**config.mk**
```make
export PLATFORM = sky130hd
export DESIGN_NAME = scc_top
export DESIGN_NICKNAME = d
export VERILOG_FILES = /design/src/scc_pkg.sv /design/src/scc_bus_decode.sv /design/src/scc_chan_regs.sv /design/src/scc_ext_status.sv /design/src/scc_uart_tx.sv /design/src/scc_uart_rx.sv /design/src/scc_irq_read.sv /design/src/scc_top.sv
export SDC_FILE = /design/constraint.sdc
export NUM_CORES = 1
export LEC_CHECK = 0
export CORE_ASPECT_RATIO = 1.2
export CORE_MARGIN = 2
export CORE_UTILIZATION = 39
export CTS_CLUSTER_SIZE = 30
export DETAILED_ROUTE_END_ITERATION = 12
export DONT_BUFFER_PORTS = 1
export PLACE_DENSITY = 0.59
export SYNTH_ARGS = -nofsm -noshare
export SYNTH_HDL_FRONTEND = slang
export SYNTH_HIERARCHICAL = 1
export SYNTH_SLANG_ARGS = --single-unit
export TNS_END_PERCENT = 1
```
**constraint.sdc**
```tcl
create_clock -name clk -period 5.7 [get_ports clk]
set_input_delay 0.285 -clock clk [delete_from_list [all_inputs] [get_ports clk]]
set_output_delay 0.285 -clock clk [all_outputs]
set_load 0.01 [all_outputs]
```
**src/scc_pkg.sv**
```systemverilog
package scc_pkg;

	// write register indices
	localparam logic [3:0] REG_WR0  = 4'd0;
	localparam logic [3:0] REG_WR1  = 4'd1;
	localparam logic [3:0] REG_WR3  = 4'd3;
	localparam logic [3:0] REG_WR9  = 4'd9;
	localparam logic [3:0] REG_WR15 = 4'd15;

	// read register indices, rr0/1/3 mirrored at +4, rr15 at 11
	localparam logic [3:0] REG_RR0  = 4'd0;
	localparam logic [3:0] REG_RR1  = 4'd1;
	localparam logic [3:0] REG_RR3  = 4'd3;
	localparam logic [3:0] REG_RR15 = 4'd15;

	// wr0 bits 5..3
	localparam logic [2:0] CMD_POINT_HIGH = 3'b001; // pointer += 8
	localparam logic [2:0] CMD_RESET_EXT  = 3'b010; // reopen dcd latch

	// wr9 bits 7..6
	localparam logic [1:0] RST_CHAN_B = 2'b01;
	localparam logic [1:0] RST_CHAN_A = 2'b10;
	localparam logic [1:0] RST_FULL   = 2'b11;

	// bit positions
	localparam int WR1_EXT_IE   = 0;
	localparam int WR1_TX_IE    = 1;
	localparam int WR1_RX_IE_LO = 3;
	localparam int WR1_RX_IE_HI = 4;
	localparam int WR3_RX_EN    = 0;
	localparam int WR9_MIE      = 3;
	localparam int WR15_DCD_IE  = 3;

	localparam logic [7:0] WR15_RESET = 8'hF8;
	localparam logic [7:0] RR1_CONST  = 8'h07; // all sent + residue code

	localparam logic [15:0] BIT_CLKS = 16'd16; // clocks per serial bit

	typedef struct packed {
		logic       strobe;
		logic [3:0] index;
		logic [7:0] data;
	} chan_wr_t;

	typedef struct packed {
		logic chan_reset;
		logic ext_reset;
	} chan_cmd_t;

	typedef struct packed {
		logic [7:0] wr1;
		logic       rx_en;
		logic [7:0] wr15;
	} chan_cfg_t;

endpackage

```
**src/scc_bus_decode.sv**
```systemverilog
`timescale 1ns/1ps

module scc_bus_decode (
	input  logic                clk,
	input  logic                reset_hw,
	input  logic                i_cs,
	input  logic                i_we,
	input  logic [1:0]          i_rs, // [1] data/ctl, [0] chan a/b
	input  logic [7:0]          i_wdata,
	output scc_pkg::chan_wr_t   o_wr_a,
	output scc_pkg::chan_wr_t   o_wr_b,
	output scc_pkg::chan_cmd_t  o_cmd_a,
	output scc_pkg::chan_cmd_t  o_cmd_b,
	output logic                o_full_reset,
	output logic                o_mie,
	output logic                o_tx_wr,
	output logic                o_rx_rd,
	output logic [7:0]          o_tx_data,
	output logic [3:0]          o_rindex
);

	logic [3:0] rindex;
	logic [3:0] rindex_next; // pending pointer applied once cs drops
	logic       mie;
	logic       tx_wr;
	logic [7:0] tx_data;
	logic       ctl_acc;
	logic       ctl_wr;
	logic       data_wr_a;
	logic [2:0] cmd_code;
	logic [1:0] rst_code;
	logic       wr0_wr;
	logic       wr9_wr;
	logic       ext_cmd;

	assign ctl_acc   = i_cs & ~i_rs[1];
	assign ctl_wr    = ctl_acc & i_we;
	assign data_wr_a = i_cs & i_we & i_rs[1] & i_rs[0]; // data b writes dropped
	assign cmd_code  = i_wdata[5:3];
	assign rst_code  = i_wdata[7:6];
	assign wr0_wr    = ctl_wr & (rindex == scc_pkg::REG_WR0);
	assign wr9_wr    = ctl_wr & (rindex == scc_pkg::REG_WR9); // either side
	assign ext_cmd   = wr0_wr & (cmd_code == scc_pkg::CMD_RESET_EXT);

	// rindex stays stable for the whole access
	always_ff @(posedge clk or posedge reset_hw) begin
		if (reset_hw) begin
			rindex_next <= '0;
			rindex      <= '0;
		end else begin
			if (ctl_acc) begin
				if (wr0_wr)
					rindex_next <= {cmd_code == scc_pkg::CMD_POINT_HIGH, i_wdata[2:0]};
				else
					rindex_next <= '0; // any other control access
			end
			if (!i_cs)
				rindex <= rindex_next;
		end
	end

	// only mie kept of wr9 and soft resets leave it alone
	always_ff @(posedge clk or posedge reset_hw) begin
		if (reset_hw)
			mie <= 1'b0;
		else if (wr9_wr)
			mie <= i_wdata[scc_pkg::WR9_MIE];
	end

	always_ff @(posedge clk or posedge reset_hw) begin
		if (reset_hw)
			tx_wr <= 1'b0;
		else
			tx_wr <= data_wr_a; // tx starts the cycle after
	end

	always_ff @(posedge clk) begin
		if (data_wr_a)
			tx_data <= i_wdata;
	end

	always_comb begin
		o_wr_a.strobe = ctl_wr & i_rs[0];
		o_wr_a.index  = rindex;
		o_wr_a.data   = i_wdata;
		o_wr_b.strobe = ctl_wr & ~i_rs[0];
		o_wr_b.index  = rindex;
		o_wr_b.data   = i_wdata;
	end

	always_comb begin
		o_full_reset       = wr9_wr & (rst_code == scc_pkg::RST_FULL);
		o_cmd_a.chan_reset = wr9_wr & ((rst_code == scc_pkg::RST_CHAN_A) | o_full_reset);
		o_cmd_b.chan_reset = wr9_wr & ((rst_code == scc_pkg::RST_CHAN_B) | o_full_reset);
		o_cmd_a.ext_reset  = ext_cmd & i_rs[0];
		o_cmd_b.ext_reset  = ext_cmd & ~i_rs[0];
	end

	assign o_mie     = mie;
	assign o_tx_wr   = tx_wr;
	assign o_tx_data = tx_data;
	assign o_rx_rd   = i_cs & ~i_we & i_rs[1] & i_rs[0]; // clears rx available
	assign o_rindex  = rindex;

	// pointer back home once cs drops after any control access but a wr0 write
	a_ptr_home: assert property (@(posedge clk) disable iff (reset_hw)
		(ctl_acc && !wr0_wr) ##1 !i_cs |=> rindex == 4'd0);

endmodule

```
**src/scc_chan_regs.sv**
```systemverilog
`timescale 1ns/1ps

module scc_chan_regs (
	input  logic                clk,
	input  logic                reset_hw,
	input  logic                i_full_reset,
	input  scc_pkg::chan_wr_t   i_wr,
	input  scc_pkg::chan_cmd_t  i_cmd,
	output scc_pkg::chan_cfg_t  o_cfg
);

	logic [7:0] wr1;
	logic       rx_en; // wr3 bit 0 only
	logic [7:0] wr15;

	// wr1, channel reset keeps bits 5 and 2
	always_ff @(posedge clk or posedge reset_hw) begin
		if (reset_hw)
			wr1 <= '0;
		else if (i_full_reset)
			wr1 <= '0;
		else if (i_cmd.chan_reset)
			wr1 <= {2'b00, wr1[5], 2'b00, wr1[2], 2'b00};
		else if (i_wr.strobe && i_wr.index == scc_pkg::REG_WR1)
			wr1 <= i_wr.data;
	end

	// wr3, untouched by channel reset
	always_ff @(posedge clk or posedge reset_hw) begin
		if (reset_hw)
			rx_en <= 1'b0;
		else if (i_full_reset)
			rx_en <= 1'b0;
		else if (i_wr.strobe && i_wr.index == scc_pkg::REG_WR3)
			rx_en <= i_wr.data[scc_pkg::WR3_RX_EN];
	end

	// wr15 ext/status enables
	always_ff @(posedge clk or posedge reset_hw) begin
		if (reset_hw)
			wr15 <= scc_pkg::WR15_RESET;
		else if (i_full_reset)
			wr15 <= scc_pkg::WR15_RESET; // dcd ie comes back on
		else if (i_wr.strobe && i_wr.index == scc_pkg::REG_WR15)
			wr15 <= i_wr.data;
	end

	always_comb begin
		o_cfg.wr1   = wr1;
		o_cfg.rx_en = rx_en;
		o_cfg.wr15  = wr15;
	end

endmodule

```
**src/scc_ext_status.sv**
```systemverilog
`timescale 1ns/1ps

module scc_ext_status (
	input  logic                clk,
	input  logic                reset_hw,
	input  logic                i_full_reset,
	input  logic                i_dcd, // raw pin with no synchronizer
	input  scc_pkg::chan_cmd_t  i_cmd,
	input  scc_pkg::chan_cfg_t  i_cfg,
	output logic                o_dcd_stat,
	output logic                o_ext_pend
);

	logic dcd_ie;
	logic latch_open;
	logic dcd_latch;
	logic ext_pend;
	logic do_latch;

	assign dcd_ie   = i_cfg.wr15[scc_pkg::WR15_DCD_IE];
	// open latch sees an enabled change
	assign do_latch = latch_open & dcd_ie & (i_dcd != dcd_latch);

	always_ff @(posedge clk or posedge reset_hw) begin
		if (reset_hw) begin
			latch_open <= 1'b1;
			dcd_latch  <= 1'b0;
			ext_pend   <= 1'b0;
		end else if (i_full_reset) begin
			latch_open <= 1'b1;
			dcd_latch  <= 1'b0;
			ext_pend   <= 1'b0;
		end else if (i_cmd.ext_reset) begin
			latch_open <= 1'b1; // dcd_latch keeps last captured value
			ext_pend   <= 1'b0;
		end else if (do_latch) begin
			latch_open <= 1'b0;
			dcd_latch  <= i_dcd;
			if (i_cfg.wr1[scc_pkg::WR1_EXT_IE])
				ext_pend <= 1'b1;
		end
	end

	assign o_dcd_stat = dcd_ie ? dcd_latch : i_dcd; // live pin when not monitored
	assign o_ext_pend = ext_pend;

	// pending only ever stands with a closed latch
	a_pend_latch_closed: assert property (@(posedge clk) disable iff (reset_hw)
		ext_pend |-> !latch_open);

endmodule

```
**src/scc_uart_tx.sv**
```systemverilog
`timescale 1ns/1ps

module scc_uart_tx (
	input  logic       clk,
	input  logic       reset_hw,
	input  logic       i_abort, // channel a reset
	input  logic       i_wr,
	input  logic [7:0] i_data,
	output logic       o_txd,
	output logic       o_busy
);

	logic        busy;
	logic [15:0] clk_cnt;
	logic [3:0]  bit_cnt; // 0 start, 1..8 data, 9 stop
	logic [9:0]  shift;   // bit 0 is on the line
	logic        bit_end;

	assign bit_end = (clk_cnt == scc_pkg::BIT_CLKS - 16'd1);

	always_ff @(posedge clk or posedge reset_hw) begin
		if (reset_hw) begin
			busy    <= 1'b0;
			clk_cnt <= '0;
			bit_cnt <= '0;
			shift   <= '1; // idle mark
		end else if (i_abort) begin
			busy    <= 1'b0;
			clk_cnt <= '0;
			bit_cnt <= '0;
			shift   <= '1;
		end else if (!busy) begin
			if (i_wr) begin
				busy    <= 1'b1;
				clk_cnt <= '0;
				bit_cnt <= '0;
				shift   <= {1'b1, i_data, 1'b0}; // stop, data lsb first, start
			end
		end else begin
			clk_cnt <= bit_end ? 16'd0 : clk_cnt + 16'd1;
			if (bit_end) begin
				shift <= {1'b1, shift[9:1]}; // mark fill
				if (bit_cnt == 4'd9)
					busy <= 1'b0; // end of stop bit
				else
					bit_cnt <= bit_cnt + 4'd1;
			end
		end
	end

	assign o_txd  = shift[0];
	assign o_busy = busy;

	// line sits at mark between frames
	a_idle_mark: assert property (@(posedge clk) disable iff (reset_hw)
		!o_busy |-> o_txd);

endmodule

```
**src/scc_uart_rx.sv**
```systemverilog
`timescale 1ns/1ps

module scc_uart_rx (
	input  logic       clk,
	input  logic       reset_hw,
	input  logic       i_abort, // channel a reset
	input  logic       i_rxd,
	input  logic       i_rd,    // data a read
	output logic [7:0] o_data,
	output logic       o_avail
);

	logic        rxd_s1;
	logic        rxd_s2;
	logic        active;
	logic [15:0] clk_cnt;
	logic [3:0]  bit_cnt; // 0 start, 1..8 data, 9 stop
	logic [7:0]  shift;
	logic [7:0]  data_q;  // holding register
	logic        avail;
	logic        sample;
	logic        bit_end;

	assign sample  = active & (clk_cnt == (scc_pkg::BIT_CLKS >> 1) - 16'd1); // mid-bit
	assign bit_end = (clk_cnt == scc_pkg::BIT_CLKS - 16'd1);

	always_ff @(posedge clk or posedge reset_hw) begin
		if (reset_hw) begin
			rxd_s1 <= 1'b1;
			rxd_s2 <= 1'b1;
		end else begin
			rxd_s1 <= i_rxd;
			rxd_s2 <= rxd_s1;
		end
	end

	always_ff @(posedge clk or posedge reset_hw) begin
		if (reset_hw) begin
			active  <= 1'b0;
			clk_cnt <= '0;
			bit_cnt <= '0;
			avail   <= 1'b0;
		end else if (i_abort) begin
			active  <= 1'b0;
			clk_cnt <= '0;
			bit_cnt <= '0;
			avail   <= 1'b0;
		end else begin
			if (i_rd)
				avail <= 1'b0;
			if (!active) begin
				clk_cnt <= '0;
				bit_cnt <= '0;
				if (!rxd_s2)
					active <= 1'b1; // start edge
			end else begin
				clk_cnt <= bit_end ? 16'd0 : clk_cnt + 16'd1;
				if (sample) begin
					bit_cnt <= bit_cnt + 4'd1;
					if (bit_cnt == 4'd0 && rxd_s2)
						active <= 1'b0; // start bit gone by mid-bit, glitch
					if (bit_cnt == 4'd9) begin
						active <= 1'b0;
						if (rxd_s2)
							avail <= 1'b1; // wins over a read in the same cycle
					end
				end
			end
		end
	end

	always_ff @(posedge clk) begin
		if (sample && bit_cnt >= 4'd1 && bit_cnt <= 4'd8)
			shift <= {rxd_s2, shift[7:1]}; // lsb arrives first
		if (sample && bit_cnt == 4'd9 && rxd_s2)
			data_q <= shift; // overrun just overwrites
	end

	assign o_data  = data_q;
	assign o_avail = avail;

endmodule

```
**src/scc_irq_read.sv**
```systemverilog
`timescale 1ns/1ps

module scc_irq_read (
	input  logic                clk,
	input  logic                reset_hw,
	input  logic [3:0]          i_rindex,
	input  logic [1:0]          i_rs,
	input  logic                i_mie,
	input  scc_pkg::chan_cfg_t  i_cfg_a,
	input  scc_pkg::chan_cfg_t  i_cfg_b,
	input  logic                i_dcd_stat_a,
	input  logic                i_dcd_stat_b,
	input  logic                i_ext_pend_a,
	input  logic                i_ext_pend_b,
	input  logic                i_tx_busy,
	input  logic                i_tx_wr,
	input  logic                i_rx_avail,
	input  logic [7:0]          i_rx_data,
	output logic [7:0]          o_rdata,
	output logic                o_irq_n
);

	logic       busy_q;
	logic       tx_pend_a; // set on frame end, not a level
	logic       rx_pend_a;
	logic [7:0] rr0_a;
	logic [7:0] rr0_b;
	logic [7:0] rr3_a;
	logic [7:0] rr15_a;
	logic [7:0] rr15_b;

	always_ff @(posedge clk or posedge reset_hw) begin
		if (reset_hw) begin
			busy_q    <= 1'b0;
			tx_pend_a <= 1'b0;
		end else begin
			busy_q <= i_tx_busy;
			if (i_tx_wr)
				tx_pend_a <= 1'b0; // refilled
			else if (busy_q && !i_tx_busy && i_cfg_a.wr1[scc_pkg::WR1_TX_IE])
				tx_pend_a <= 1'b1;
		end
	end

	// either rx ie mode counts
	assign rx_pend_a = i_rx_avail & i_cfg_a.rx_en
		& (i_cfg_a.wr1[scc_pkg::WR1_RX_IE_LO] | i_cfg_a.wr1[scc_pkg::WR1_RX_IE_HI]);

	// channel b has no rx/tx pending
	assign o_irq_n = ~(i_mie & (rx_pend_a | tx_pend_a | i_ext_pend_a | i_ext_pend_b));

	// bit 6 tx underrun, 3 dcd, 2 tx empty, 0 rx available
	assign rr0_a = {1'b0, 1'b1, 2'b00, i_dcd_stat_a, ~i_tx_busy, 1'b0, i_rx_avail};
	assign rr0_b = {1'b0, 1'b1, 2'b00, i_dcd_stat_b, 1'b1, 1'b0, 1'b0};
	assign rr3_a = {2'b00, rx_pend_a, tx_pend_a, i_ext_pend_a, 1'b0, 1'b0, i_ext_pend_b};
	assign rr15_a = i_cfg_a.wr15 & 8'hFA; // bits 2,0 read zero
	assign rr15_b = i_cfg_b.wr15 & 8'hFA;

	always_comb begin
		o_rdata = 8'h00;
		if (i_rs[1]) begin
			if (i_rs[0])
				o_rdata = i_rx_data; // data b reads zero
		end else begin
			case (i_rindex)
				scc_pkg::REG_RR0, scc_pkg::REG_RR0 + 4'd4:
					o_rdata = i_rs[0] ? rr0_a : rr0_b;
				scc_pkg::REG_RR1, scc_pkg::REG_RR1 + 4'd4:
					o_rdata = scc_pkg::RR1_CONST;
				scc_pkg::REG_RR3, scc_pkg::REG_RR3 + 4'd4:
					o_rdata = i_rs[0] ? rr3_a : 8'h00; // a side only
				scc_pkg::REG_RR15, scc_pkg::REG_RR15 - 4'd4:
					o_rdata = i_rs[0] ? rr15_a : rr15_b;
				default:
					o_rdata = 8'h00;
			endcase
		end
	end

endmodule

```
**src/scc_top.sv**
```systemverilog
`timescale 1ns/1ps

module scc_top (
	input  logic       clk,
	input  logic       reset_hw,
	input  logic       i_cs,
	input  logic       i_we,
	input  logic [1:0] i_rs,
	input  logic [7:0] i_wdata,
	input  logic       i_rxd,
	input  logic       i_dcd_a,
	input  logic       i_dcd_b,
	output logic [7:0] o_rdata,
	output logic       o_irq_n,
	output logic       o_txd
);

	scc_pkg::chan_wr_t  wr_a, wr_b;
	scc_pkg::chan_cmd_t cmd_a, cmd_b;
	scc_pkg::chan_cfg_t cfg_a, cfg_b;
	logic       full_reset;
	logic       mie;
	logic       tx_wr;
	logic       rx_rd;
	logic [7:0] tx_data;
	logic [3:0] rindex;
	logic       dcd_stat_a, dcd_stat_b;
	logic       ext_pend_a, ext_pend_b;
	logic       tx_busy;
	logic       rx_avail;
	logic [7:0] rx_data;

	scc_bus_decode scc_bus_decode_inst (
		.clk, .reset_hw, .i_cs, .i_we, .i_rs, .i_wdata,
		.o_wr_a(wr_a), .o_wr_b(wr_b), .o_cmd_a(cmd_a), .o_cmd_b(cmd_b),
		.o_full_reset(full_reset), .o_mie(mie), .o_tx_wr(tx_wr), .o_rx_rd(rx_rd),
		.o_tx_data(tx_data), .o_rindex(rindex)
	);

	scc_chan_regs scc_chan_regs_a (
		.clk, .reset_hw, .i_full_reset(full_reset), .i_wr(wr_a), .i_cmd(cmd_a), .o_cfg(cfg_a)
	);

	scc_chan_regs scc_chan_regs_b (
		.clk, .reset_hw, .i_full_reset(full_reset), .i_wr(wr_b), .i_cmd(cmd_b), .o_cfg(cfg_b)
	);

	scc_ext_status scc_ext_status_a (
		.clk, .reset_hw, .i_full_reset(full_reset), .i_dcd(i_dcd_a), .i_cmd(cmd_a),
		.i_cfg(cfg_a), .o_dcd_stat(dcd_stat_a), .o_ext_pend(ext_pend_a)
	);

	scc_ext_status scc_ext_status_b (
		.clk, .reset_hw, .i_full_reset(full_reset), .i_dcd(i_dcd_b), .i_cmd(cmd_b),
		.i_cfg(cfg_b), .o_dcd_stat(dcd_stat_b), .o_ext_pend(ext_pend_b)
	);

	scc_uart_tx scc_uart_tx_inst (
		.clk, .reset_hw, .i_abort(cmd_a.chan_reset), .i_wr(tx_wr), .i_data(tx_data),
		.o_txd, .o_busy(tx_busy)
	);

	scc_uart_rx scc_uart_rx_inst (
		.clk, .reset_hw, .i_abort(cmd_a.chan_reset), .i_rxd, .i_rd(rx_rd),
		.o_data(rx_data), .o_avail(rx_avail)
	);

	scc_irq_read scc_irq_read_inst (
		.clk, .reset_hw, .i_rindex(rindex), .i_rs, .i_mie(mie),
		.i_cfg_a(cfg_a), .i_cfg_b(cfg_b),
		.i_dcd_stat_a(dcd_stat_a), .i_dcd_stat_b(dcd_stat_b),
		.i_ext_pend_a(ext_pend_a), .i_ext_pend_b(ext_pend_b),
		.i_tx_busy(tx_busy), .i_tx_wr(tx_wr), .i_rx_avail(rx_avail), .i_rx_data(rx_data),
		.o_rdata, .o_irq_n
	);

endmodule

```
# Yosys cells after proc, flatten, opt, wreduce, memory -nomap -nowiden
# Cells that the tools add are included.
# word_totals
inputBits,17
register_bits,119
elab_cells,215
output_inout_bits,10
# op_classes
magnitude_cmp,2
n_bitwise,37
reduce_logical,38
n_eq_ne,25
mux,79
n_addsub,4
# op_table
operator,n
16-bit 2-to-1 mux,7
8-bit 2-to-1 mux,7
1-bit 2-to-1 mux,46
10-bit 2-to-1 mux,4
4-bit 2-to-1 mux,10
16-bit by 1-bit adder with 16-bit output (second input constant),2
16-bit by 4-bit equality test with 1-bit output (second input constant),2
8-bit one-hot mux with 4 select lines,1
1-bit bitwise AND,26
3-bit nonzero test,7
4-bit equality test (second input constant),5
16-bit by 3-bit equality test with 1-bit output (second input constant),1
5-bit 2-to-1 mux,3
4-bit by 3-bit equality test with 1-bit output (second input constant),3
1-bit logical AND,12
2-bit nonzero test,6
2-bit AND reduction,5
3-bit by 2-bit != test with 1-bit output (second input constant),3
4-bit by 1-bit adder with 4-bit output (second input constant),2
4-bit zero test,2
2-bit OR reduction,4
6-bit 2-to-1 mux,1
1-bit OR,6
1-bit NOT,5
12 further kinds,15

# Depth between registers and ports, before layout
# depth
ltp_word,10
depth_mapped,9
ltp_nobuf,7

# Cells and area by module
# Netlist, hierarchy kept.
# by_module_without_submodules
mod,instances,cells_per_inst,area_each_um2,seq_area_each_um2
scc_chan_regs,2,82,869.6,431.7
scc_uart_rx,1,137,1692.9,1083.5
scc_uart_tx,1,165,1642.8,762.0
scc_bus_decode,1,77,927.1,490.5
scc_irq_read,1,59,415.4,50.0
scc_ext_status,2,13,148.9,76.3

# Least setup slack after synthesis
# No wires, ideal clock.
# synth_timing
path_kind,register -> register
start,register scc_uart_rx_inst.clk_cnt[6]
end,register scc_uart_rx_inst.data_q[0] (netlist: scc_uart_rx_inst/o_data[0]) (enable)
required_ns,5.305
arrival_ns,2.033
setup_slack_ns,3.272
n_path_buf,0
period_less_slack_ns,2.428
stages_incl_launch_ff,5
path_cell_list,dfrtp_1 or4_1 nor2_1 nand3_1 nor4_1
# synth_via
elab_chain_cells,4
# synth_rtl
element,line,rtl
"start, declared",scc_uart_rx.sv:16,logic [15:0] clk_cnt;
"start signal, assigned",scc_uart_rx.sv:57,clk_cnt <= bit_end ? 16'd0 : clk_cnt + 16'd1;
16-bit by 3-bit equality test with 1-bit output,scc_uart_rx.sv:24,assign sample = active & (clk_cnt == (scc_pkg::BIT_CLKS >> 1) - 16'd1);
1-bit bitwise AND,scc_uart_rx.sv:24,
1-bit logical AND (2 in series),scc_uart_rx.sv:75,if (sample && bit_cnt == 4'd9 && rxd_s2)
"end signal, assigned",scc_uart_rx.sv:76,data_q <= shift;
"end, declared",scc_uart_rx.sv:19,logic [7:0] data_q;
# Every way passes these cells.
# A chain may end at the register's enable or synchronous reset.

==> metrics.txt <==
# TYPE chip_impl_metric gauge
chip_impl_metric{name="cts-buffers-inserted",unit=""} 17
chip_impl_metric{name="drt_first_iter_violations",unit=""} 216
chip_impl_metric{name="required",unit="ps"} 6010
chip_impl_metric{name="worst_clock_skew",unit="ps"} 12.1
chip_impl_metric{name="grt_pass1_wl",unit="µm"} 21900
chip_impl_metric{name="cts_setup_buffers",unit=""} 0
chip_impl_metric{name="clock_latency",unit="ps"} 420
chip_impl_metric{name="initial_utilization",unit="%"} 39.7
chip_impl_metric{name="relSlewSlack",unit="%"} 24.8
chip_impl_metric{name="timing.critical_path.arrival",unit="ps"} 3400
chip_impl_metric{name="setup_slack",unit="ps"} 2610
chip_impl_metric{name="final-setup-viol-count",unit=""} 0
chip_impl_metric{name="worst_slew_pin_slew",unit="ps"} 1120
chip_impl_metric{name="reg2reg_depth",unit=""} 7
chip_impl_metric{name="cts_hold_buf",unit=""} 12
chip_impl_metric{name="hold_depth",unit=""} 2
chip_impl_info{name="outcome",value="completed"} 1
chip_impl_metric{name="fillCellCount",unit=""} 1469
chip_impl_metric{name="ys.warnings.count",unit=""} 6
chip_impl_info{name="cts_tree",value="done"} 1
chip_impl_metric{name="n_antenna_cell",unit=""} 0
chip_impl_metric{name="postSynthCellCount",unit=""} 559
chip_impl_metric{name="io_pins",unit=""} 27
chip_impl_metric{name="cts_repair_resize_count",unit=""} 0
chip_impl_metric{name="grt_overflow",unit=""} 0
chip_impl_metric{name="initial_antenna_violation_count",unit=""} 0
chip_impl_metric{name="p_leak",unit="µW"} 0.00266
chip_impl_metric{name="peakVddDrop",unit="V"} 0.000203
chip_impl_metric{name="cts.htree.levels",unit=""} 4
chip_impl_metric{name="final-max-slew-violation-count",unit=""} 0
chip_impl_metric{name="buffer_ports.inserted",unit=""} 0
chip_impl_metric{name="totalNegativeSetupSlack",unit="ps"} 0
chip_impl_info{name="critical_path_end_type",value="flop"} 1
chip_impl_metric{name="finalCritPeriodShare",unit="%"} 54.3
chip_impl_metric{name="drt_wl_total",unit="µm"} 13300
chip_impl_info{name="hold_class",value="input pin to flop"} 1
chip_impl_info{name="hold_start",value="i_wdata[0]"} 1
chip_impl_metric{name="max_freq",unit="MHz"} 323
chip_impl_info{name="timing.setup.critical_path_class",value="flop to flop"} 1
chip_impl_info{name="regToRegStartpoint",value="scc_bus_decode_inst/o_rindex[1]"} 1
chip_impl_metric{name="finalWeightedCongestion",unit=""} 0.825
chip_impl_metric{name="core_area",unit="mm²"} 0.0150
chip_impl_metric{name="design_power_total",unit="µW"} 2490
chip_impl_metric{name="timing.final.hold_violations",unit=""} 0
chip_impl_info{name="clock_tree.root_cell",value="sky130_fd_sc_hd__clkbuf_16"} 1
chip_impl_metric{name="grt_start_max_net_pins",unit=""} 35
chip_impl_metric{name="core.rowCount",unit=""} 49
chip_impl_info{name="worstSetupStartpointType",value="flop"} 1
chip_impl_info{name="min_delay_worst_endpoint",value="scc_chan_regs_b/wr1[0]"} 1
chip_impl_metric{name="placed_area",unit="mm²"} 0.00590
chip_impl_metric{name="syn_area",unit="mm²"} 0.00595
chip_impl_metric{name="cap_violations",unit=""} 0
chip_impl_metric{name="chipHeight",unit="µm"} 139
chip_impl_metric{name="final_cell_area",unit="mm²"} 0.00657
chip_impl_info{name="grt_setup_unrepaired",value="no"} 1
chip_impl_metric{name="dr.pass1.iters",unit=""} 4
chip_impl_metric{name="placement_setup_slack",unit="ps"} 2650
chip_impl_info{name="mostFrequentLayoutCell",value="sky130_fd_sc_hd__nor2_1"} 1
chip_impl_metric{name="cts.sinks",unit=""} 114
chip_impl_metric{name="postSynthNetCount",unit=""} 584
chip_impl_metric{name="finalNetCount",unit=""} 567
chip_impl_metric{name="syn_to_final_growth",unit="%"} 10.5
chip_impl_metric{name="ant_nets",unit=""} 0
chip_impl_metric{name="vias_per_cell",unit=""} 5.44
chip_impl_metric{name="vias",unit=""} 4128
chip_impl_metric{name="remaining_drc_errors",unit=""} 0
chip_impl_metric{name="rrSetupSlack",unit="ps"} 2610
chip_impl_metric{name="vias_in_the_first_global_route",unit=""} 4236
chip_impl_metric{name="clock_tree.buffer_depth",unit=""} 2
chip_impl_metric{name="die_width",unit="µm"} 117
chip_impl_metric{name="fp.dieArea",unit="mm²"} 0.0163
chip_impl_metric{name="cts.clk_slew.worst_paths",unit="ps"} 60
chip_impl_info{name="layout.cells.most_common_list",value="sky130_fd_sc_hd__nor2_1, sky130_fd_sc_hd__dfrtp_1, sky130_fd_sc_hd__nand2_1"} 1
chip_impl_metric{name="share_of_cells_above_drive_strength_1",unit="%"} 15.0
chip_impl_metric{name="pwr_density_cell",unit="mW/mm²"} 380
chip_impl_metric{name="timing.final.crit_period",unit="ps"} 3090
chip_impl_metric{name="synthesis.area_per_instance",unit="µm²"} 10.6
chip_impl_metric{name="globalRouteTotalUtil",unit="%"} 17.4
chip_impl_info{name="critical_register_to_register_path_endpoint",value="scc_uart_tx_inst/bit_cnt[0]"} 1
chip_impl_metric{name="crit_path_max_fanout",unit=""} 23
chip_impl_metric{name="drt-wirelength-per-cell",unit="µm"} 17.5
chip_impl_metric{name="detailedPlacementHpwl",unit="µm"} 8870
worst max-delay path by stage:
stage	startpoint	end	slack, ps	depth (start not counted)
floorplan	scc_uart_rx_inst/clk_cnt[6]	scc_uart_rx_inst/o_data[0]	3270	4
global placement	scc_bus_decode_inst/o_rindex[1]	scc_uart_tx_inst/bit_cnt[0]	2770	7
detailed placement	scc_bus_decode_inst/o_rindex[1]	scc_uart_tx_inst/bit_cnt[0]	2650	7
CTS	scc_bus_decode_inst/o_rindex[1]	scc_uart_tx_inst/bit_cnt[0]	2630	7
global route	scc_bus_decode_inst/o_rindex[1]	scc_uart_tx_inst/bit_cnt[0]	2310	7
finish	scc_bus_decode_inst/o_rindex[1]	scc_uart_tx_inst/bit_cnt[0]	2610	7
per-layer routing:
layer | vias up | track usage [%] | wire length, µm | share of wire (%)
li1 | 1962 | - | - | -
met1 | 2062 | 21.4 | 5700 | 43
met2 | 77 | 28.2 | 6650 | 50
met3 | 27 | 5.18 | 550 | 4.1
met4 | 0 | 7.43 | 362 | 2.7
met5 | - | 0 | 0 | 0
through the flow:
stage	hold WS, ps	util [%]	std cells
after floorplan	26.2	-	559
after global placement	31.6	39.5	715
after detailed placement	33.6	39.5	715
after CTS	1.58	43.9	759
after global routing	1.55	43.9	759
final	13.2	43.9	759
cell type report:
type	instances	area [µm²]	area share, %
Sequential cell	114	3000	45.7
Multi-Input combinational cell	371	2540	38.6
Clock buffer	19	433	6.59
Tap cell	204	255	3.89
Timing Repair Buffer	15	143	2.17
Clock inverter	13	113	1.71
Inverter	23	86.3	1.31
power breakdown:
group          internal [µW]  leakage [µW]  switching [µW]
clock                    596      0.000245             384
sequential               984       0.00135             138
combinational            189       0.00107             204
sequential cells by signal, indices dropped and copies added (netlist names), 6 cells and up:
name / cells
scc_uart_rx_inst/clk_cnt: 16
scc_uart_tx_inst/clk_cnt: 16
scc_uart_tx_inst/shift: 9
scc_bus_decode_inst/o_tx_data: 8
scc_uart_rx_inst/o_data: 8
scc_uart_rx_inst/shift: 8
scc_chan_regs_a/wr15: 6
scc_chan_regs_b/wr15: 6
worst max-delay path: stages (launching register included):
cell	delay (ps)
sky130_fd_sc_hd__dfrtp_1	760
sky130_fd_sc_hd__nand4bb_1	220
sky130_fd_sc_hd__nor2_1	90
sky130_fd_sc_hd__and2_1	380
sky130_fd_sc_hd__nor3_2	990
sky130_fd_sc_hd__or2_2	280
sky130_fd_sc_hd__o311ai_0	140
sky130_fd_sc_hd__o41ai_1	110
No activity file was read; power rests on OpenSTA's default activity.
